==> src/mmu_pkg.sv <==
`default_nettype none

package mmu_pkg;

    // widths
    localparam int unsigned xlen       = 64;
    localparam int unsigned vpn_w      = 9;  // one vpn field
    localparam int unsigned ppn_w      = 44;
    localparam int unsigned page_bits  = 12; // 4 KiB page offset
    localparam int unsigned max_levels = 5;  // sv57 depth

    // satp mode field, bits 63:60
    localparam logic [3:0] satp_sv39 = 4'd8;
    localparam logic [3:0] satp_sv48 = 4'd9;
    localparam logic [3:0] satp_sv57 = 4'd10;

    // page table entry bit positions
    localparam int unsigned pte_v   = 0;
    localparam int unsigned pte_r   = 1;
    localparam int unsigned pte_w   = 2;
    localparam int unsigned pte_x   = 3;
    localparam int unsigned ppn_lsb = 10; // ppn starts here in the entry

    typedef logic [2:0] level_t; // walk level, 0 is the last

    typedef struct packed {
        logic [xlen-1:0] vaddr;
        logic [xlen-1:0] satp;
    } xlat_req_t;

    typedef struct packed {
        logic [xlen-1:0] padd; // page aligned
        logic [7:0]      perm; // zero on fault
    } xlat_rsp_t;

    typedef struct packed {
        logic [7:0]      arid;
        logic [xlen-1:0] araddr;
        logic [7:0]      arlen;
        logic [2:0]      arsize;
        logic [1:0]      arburst;
        logic            arlock;
        logic [3:0]      arcache;
        logic [2:0]      arprot;
        logic [3:0]      arqos;
        logic            arvalid;
    } axi_ar_t;

    typedef struct packed {
        logic [7:0]      rid;
        logic [xlen-1:0] rdata;
        logic            rlast;
        logic            rvalid;
    } axi_r_t;

    typedef enum logic [1:0] {
        pte_fault,
        pte_leaf,
        pte_next
    } pte_kind_t;

endpackage

`default_nettype wire

==> src/pte_check.sv <==
`default_nettype none

module pte_check (
    input  logic [mmu_pkg::xlen-1:0]  pte,
    input  mmu_pkg::level_t           level,
    input  logic [mmu_pkg::xlen-1:0]  vpn_in, // full virtual address
    output mmu_pkg::pte_kind_t        kind,
    output logic [mmu_pkg::ppn_w-1:0] leaf_ppn
);
    import mmu_pkg::*;

    logic is_valid;
    logic is_leaf;
    logic misaligned;

    always_comb is_valid = pte[pte_v];
    always_comb is_leaf  = pte[pte_r] | pte[pte_x]; // w alone is a pointer here

    // superpage: low ppn fields come from the virtual address
    always_comb begin
        leaf_ppn   = pte[ppn_lsb +: ppn_w];
        misaligned = 1'b0;
        for (int i = 0; i < max_levels - 1; i++) begin
            if (i < int'(level)) begin
                if (pte[ppn_lsb + i*vpn_w +: vpn_w] != '0)
                    misaligned = 1'b1; // low field must be clear
                leaf_ppn[i*vpn_w +: vpn_w] = vpn_in[page_bits + i*vpn_w +: vpn_w];
            end
        end
    end

    always_comb begin
        if (!is_valid)
            kind = pte_fault;
        else if (is_leaf)
            kind = misaligned ? pte_fault : pte_leaf;
        else if (level == '0)
            kind = pte_fault; // pointer with nowhere left to go
        else
            kind = pte_next;
    end

    level_in_range: assert final ($isunknown(level) || level < max_levels)
        else $error("pte_check: level %0d out of range", level);

endmodule

`default_nettype wire

==> src/ptw_walker.sv <==
`default_nettype none

module ptw_walker (
    input  logic                     clk,
    input  logic                     rst,
    input  logic                     req,
    input  mmu_pkg::xlat_req_t       xreq,
    output logic                     ack,
    output mmu_pkg::xlat_rsp_t       rsp,
    output logic                     rd_req,
    output logic [mmu_pkg::xlen-1:0] rd_addr,
    input  logic                     rd_ack,
    input  logic [mmu_pkg::xlen-1:0] rd_data
);
    import mmu_pkg::*;

    typedef enum logic [2:0] {
        st_idle,
        st_addr,
        st_read,
        st_check,
        st_done
    } state_t;

    state_t           state;
    level_t           lvl;      // current level
    logic [xlen-1:0]  vaddr;    // latched virtual address
    logic [ppn_w-1:0] ppn;      // table base of current level
    logic [xlen-1:0]  pte_q;    // fetched entry
    logic [vpn_w-1:0] vpn_sel;
    logic [3:0]       mode;
    pte_kind_t        kind;
    logic [ppn_w-1:0] leaf_ppn;

    always_comb mode    = xreq.satp[xlen-1 -: 4];
    always_comb vpn_sel = vaddr[page_bits + int'(lvl)*vpn_w +: vpn_w];

    pte_check u_check (
        .pte      (pte_q),
        .level    (lvl),
        .vpn_in   (vaddr),
        .kind     (kind),
        .leaf_ppn (leaf_ppn)
    );

    // control
    always_ff @(posedge clk) begin
        if (rst) begin
            state  <= st_idle;
            lvl    <= '0;
            ack    <= 1'b0;
            rd_req <= 1'b0;
        end else begin
            case (state)
                st_idle:
                    if (req) begin
                        case (mode)
                            satp_sv39: begin lvl <= 3'd2; state <= st_addr; end
                            satp_sv48: begin lvl <= 3'd3; state <= st_addr; end
                            satp_sv57: begin lvl <= 3'd4; state <= st_addr; end
                            default:   state <= st_done; // bad mode, no reads
                        endcase
                    end
                st_addr: begin
                    rd_req <= 1'b1;
                    state  <= st_read;
                end
                st_read:
                    if (rd_req) begin
                        if (rd_ack)
                            rd_req <= 1'b0;
                    end else if (!rd_ack) begin
                        state <= st_check; // port back to idle
                    end
                st_check:
                    if (kind == pte_next) begin
                        lvl   <= lvl - 3'd1;
                        state <= st_addr;
                    end else begin
                        state <= st_done;
                    end
                st_done:
                    if (ack && !req) begin
                        ack   <= 1'b0;
                        state <= st_idle;
                    end else begin
                        ack <= 1'b1;
                    end
                default: state <= st_idle;
            endcase
        end
    end

    // payload
    always_ff @(posedge clk) begin
        case (state)
            st_idle:
                if (req) begin
                    vaddr    <= xreq.vaddr;
                    ppn      <= xreq.satp[ppn_w-1:0];
                    rsp.padd <= '0;
                    rsp.perm <= '0; // stays zero unless a leaf is found
                end
            st_addr:
                rd_addr <= {{(xlen-ppn_w-vpn_w-3){1'b0}}, ppn, vpn_sel, 3'b000};
            st_read:
                if (rd_req && rd_ack)
                    pte_q <= rd_data;
            st_check:
                if (kind == pte_leaf) begin
                    rsp.padd <= {{(xlen-ppn_w-page_bits){1'b0}}, leaf_ppn, {page_bits{1'b0}}};
                    rsp.perm <= pte_q[7:0];
                end else if (kind == pte_next) begin
                    ppn <= pte_q[ppn_lsb +: ppn_w];
                end
            default: ;
        endcase
    end

    // requester must see ack drop right after it releases req
    ack_follows_req: assert property (@(posedge clk) disable iff (rst)
        (ack && !req) |=> !ack)
        else $error("ptw_walker: ack held after req fell");

    rd_addr_stable: assert property (@(posedge clk) disable iff (rst)
        rd_req |=> (!rd_req || $stable(rd_addr)))
        else $error("ptw_walker: rd_addr changed during read");

endmodule

`default_nettype wire

==> src/axi_rd_port.sv <==
`default_nettype none

module axi_rd_port #(
    parameter logic [7:0] axi_id = 8'h00
) (
    input  logic                     clk,
    input  logic                     rst,
    input  logic                     rd_req,
    input  logic [mmu_pkg::xlen-1:0] rd_addr,
    output logic                     rd_ack,
    output logic [mmu_pkg::xlen-1:0] rd_data,
    output mmu_pkg::axi_ar_t         ar,
    input  logic                     arready,
    input  mmu_pkg::axi_r_t          r,
    output logic                     rready
);
    import mmu_pkg::*;

    logic            ar_valid;
    logic [xlen-1:0] ar_addr;
    logic            start;
    logic            beat;

    always_comb start = rd_req & ~ar_valid & ~rready & ~rd_ack;
    always_comb beat  = rready & r.rvalid;

    always_ff @(posedge clk) begin
        if (rst) begin
            ar_valid <= 1'b0;
            rready   <= 1'b0;
            rd_ack   <= 1'b0;
        end else begin
            if (start)
                ar_valid <= 1'b1;
            if (ar_valid && arready) begin
                ar_valid <= 1'b0;
                rready   <= 1'b1; // wait for the single beat
            end
            if (beat) begin
                rready <= 1'b0;
                rd_ack <= 1'b1;
            end
            if (rd_ack && !rd_req)
                rd_ack <= 1'b0;
        end
    end

    always_ff @(posedge clk) begin
        if (start)
            ar_addr <= rd_addr;
        if (beat)
            rd_data <= r.rdata; // response code not used
    end

    always_comb begin
        ar.arid    = axi_id;
        ar.araddr  = ar_addr;
        ar.arlen   = 8'd0;     // one beat
        ar.arsize  = 3'b011;   // 8 bytes
        ar.arburst = 2'b01;    // incr
        ar.arlock  = 1'b0;
        ar.arcache = 4'd0;
        ar.arprot  = 3'd0;
        ar.arqos   = 4'd0;
        ar.arvalid = ar_valid;
    end

    araddr_held: assert property (@(posedge clk) disable iff (rst)
        (ar.arvalid && !arready) |=> (ar.arvalid && $stable(ar.araddr)))
        else $error("axi_rd_port: araddr changed while waiting");

    single_beat: assert property (@(posedge clk) disable iff (rst)
        beat |-> (r.rlast && r.rid == axi_id))
        else $error("axi_rd_port: beat without rlast or with wrong id");

endmodule

`default_nettype wire

==> src/ptw_top.sv <==
`default_nettype none

module ptw_top #(
    parameter logic [7:0] axi_id = 8'h00
) (
    input  logic               clk,
    input  logic               rst,
    input  logic               req,
    input  mmu_pkg::xlat_req_t xreq,
    output logic               ack,
    output mmu_pkg::xlat_rsp_t rsp,
    output mmu_pkg::axi_ar_t   ar,
    input  logic               arready,
    input  mmu_pkg::axi_r_t    r,
    output logic               rready
);
    import mmu_pkg::*;

    logic            rd_req;
    logic [xlen-1:0] rd_addr;
    logic            rd_ack;
    logic [xlen-1:0] rd_data;

    ptw_walker u_walker (
        .clk     (clk),
        .rst     (rst),
        .req     (req),
        .xreq    (xreq),
        .ack     (ack),
        .rsp     (rsp),
        .rd_req  (rd_req),
        .rd_addr (rd_addr),
        .rd_ack  (rd_ack),
        .rd_data (rd_data)
    );

    axi_rd_port #(.axi_id(axi_id)) u_port (
        .clk     (clk),
        .rst     (rst),
        .rd_req  (rd_req),
        .rd_addr (rd_addr),
        .rd_ack  (rd_ack),
        .rd_data (rd_data),
        .ar      (ar),
        .arready (arready),
        .r       (r),
        .rready  (rready)
    );

endmodule

`default_nettype wire

==> config.mk <==
export PLATFORM = sky130hd
export DESIGN_NAME = ptw_top
export DESIGN_NICKNAME = d
export VERILOG_FILES = /design/src/mmu_pkg.sv /design/src/pte_check.sv /design/src/ptw_walker.sv /design/src/axi_rd_port.sv /design/src/ptw_top.sv
export SDC_FILE = /design/constraint.sdc
export NUM_CORES = 1
export LEC_CHECK = 0
export ABC_AREA = 1
export BUFFER_PORTS_ARGS = -buffer_cell sky130_fd_sc_hd__buf_2
export CAP_MARGIN = 40
export CORE_MARGIN = 4
export CORE_UTILIZATION = 54
export DETAILED_ROUTE_END_ITERATION = 10
export PLACE_DENSITY = 0.82
export SLEW_MARGIN = 20
export SYNTH_ARGS = -nofsm -noshare
export SYNTH_HDL_FRONTEND = slang
export SYNTH_HIERARCHICAL = 1
export SYNTH_SLANG_ARGS = --single-unit
==> constraint.sdc <==
create_clock -name clk -period 6.8 [get_ports clk]
set_clock_uncertainty 0.1 [all_clocks]
set_input_delay 1.36 -clock clk [delete_from_list [all_inputs] [get_ports clk]]
set_output_delay 1.36 -clock clk [all_outputs]
set_load 0.005 [all_outputs]
==> summary.txt <==
Outcome
  • Outcome: finished, final reports clean

Route
  • Final ANT Viol Nets: 0
  • First drt pass iteration count: 5
  • Vias post-DR: around 8500
  • # DRC: 0
  • Via/cell ratio: 4.99
  • Detailed Route WL: around 32 mm
  • DRT iter0 DRCs: 658
  • DR WL/cell: approximately 19 um

Cells and area
  • Final instance area: 0.0173 mm^2
  • Total Nets Final: 1546
  • Fill cells: 1836
  • Layout cells sized above 1: 27.6%
  • Synth-to-layout area growth: 19.8%
  • Final core utilization: between 60% and 70%
  • Finished Layout Cells: approximately 1700

Global route
  • Initial antenna violation count: 8
  • Largest net degree at the start of global routing: 65
  • Global-route wire length before repair: approximately 46 mm
  • Grt ovf: 0
  • Vias in the first global route: 8310
  • Total track usage: a little over a fifth

Synthesis
  • Avg Inst Size Synth: roughly 14 um^2
  • Post-Syn Area: ~0.014 mm^2
  • Post-Syn Instances: 1051
  • Yosys warnings: 6

Clock network
  • Number of setup buffers added after CTS: 0
  • Sink Count: 380
  • CTS tree: done
  • Clock Latency Late Sink: between 500 and 600 ps
  • Maximum buffer depth of the clock tree: 3
  • CTS clock-pin slew for the worst setup and hold paths: approximately 70 ps
  • Htree depth: 2
  • Root Driver: clkbuf_16
  • Cts hold-fix bufs: 0
  • Post-cts resize count: 0
  • Number of buffers created by CTS: 38

Place
  • Placed cell count: 1632
  • Dpl hpwl: around 23 mm
  • Cell Area, Placed: 0.0159 mm^2
  • Post-place setup slack: ~3400 ps
  • PortBufs: 275
  • Final RePlAce weighted congestion: 0.894

Timing
  • Maximum clock rate: between 0.2 and 0.3 GHz
  • Tightest Pin Transition: approximately 830 ps
  • Unrepaired setup endpoints after global routing: false
  • Hold Fails Final Rpt: 0
  • Setup_tns: 0 ps
  • Post-layout minimum cycle time: 3360 ps
  • Final Cycle Share: about half
  • Hold Worst Slack: about 310 ps
  • Final setup fails: 0
  • Final worst slack: about 3400 ps
  • Slew headroom: between 40% and 50%
  • Slew Viols, Final: 0

Critical path
  • Startpoint Class: flip-flop
  • Worst Path Arrival: 3430 ps
  • Critical Path End Type: flip-flop
  • Critical path class: flip-flop to flip-flop
  • Required @ worst endpoint: 6870 ps
  • FF-to-FF setup slack: 3440 ps
  • Crit-path max FO: 55

Power and ir drop
  • Pwr dens: about 320 mW/mm^2
  • VDD IR max: 302 uV
  • Total power draw: between 5 and 6 mW
  • Leak: slightly above 7 nW

Die
  • I/O Pins: around 380
  • Chip height: approximately 170 um
  • Starting Density: around 55%
  • Total die area: a little under 0.03 mm^2
  • Row cnt: 59
  • Die width: between 150 and 200 um
  • Core area: between 0.02 and 0.03 mm^2

Worst hold path
  • Worst hold path class: flip-flop to flip-flop

Flow run
  • Max-Cap Viols: 0
[path summary, 6_finish.rpt]
path / end / startpoint / cells after the start
min reg2reg: u_walker/pte_q[16] / u_port/rd_data[16] / 0
min: u_walker/pte_q[16] / u_port/rd_data[16] / 0
max reg2reg: u_walker/rsp[21] / u_walker/state[1] / 7
max: u_walker/rsp[21] / u_walker/state[1] / 7
[state kept, by name (all words and copies together), names as in the netlist, 3 cells and up]
signal,flops
u_port/ar_addr,64
u_walker/rd_addr,53
u_port/rd_data,52
u_walker/pte_q,52
u_walker/rsp,52
u_walker/vaddr,52
u_walker/ppn,44
u_walker/lvl,3
u_walker/state,3
[layout by cell type, fill, tap and decap left out, types with 3 or more instances in the layout]
cell         n
edfxtp_1   369
buf_2      275
nand2_1    260
nor2_1     103
inv_1       85
conb_1      64
o21ai_0     43
clkbuf_16   39
nand3_1     21
a21oi_1     11
dfxtp_1     11
buf_4       11
clkinv_2     8
bufinv_16    7
o22ai_1      7
clkinv_1     6
nor2_4       6
diode_2      5
nand2_2      4
o21ai_2      4
clkbuf_1     3
o21ai_1      3
[power breakdown]
part / switching [mW] / internal (mW) / leakage, nW
clock: 0.860 / 1.34 / 0.654
combinational: 0.313 / 0.150 / 2.96
sequential: 0.0864 / 2.86 / 3.54
total: 1.26 / 4.35 / 7.15
[final cells by class]
| type | instances | area, um^2 | share of cell area [%] |
|---|---|---|---|
| clock buffer | 43 | 1000 | 5.80 |
| antenna | 5 | 12.5 | 0.0725 |
| timing repair buffer | 290 | 1540 | 8.93 |
| multi-input combinational | 540 | 2320 | 13.4 |
| tap | 335 | 419 | 2.43 |
| clock inverter | 27 | 334 | 1.93 |
| inverter | 89 | 339 | 1.96 |
| sequential | 380 | 11300 | 65.4 |
[critical path, cell delays in order, from the launching register on]
cell	delay [ps]
dfxtp_1	550
nand3_4	100
buf_4	280
buf_12	260
inv_2	330
o21ai_1	250
nor2_4	550
buf_4	540
[metal layers]
layer  up-vias  track usage [%]  part of all wire [%]
li1       4002                -                     -
met4        10             6.72                   2.8
met5         -                0                  0.20
met2       427             34.9                    49
met1      4019             27.3                    39
met3        67             5.06                   8.7
No activity file was read; power rests on OpenSTA's default activity.
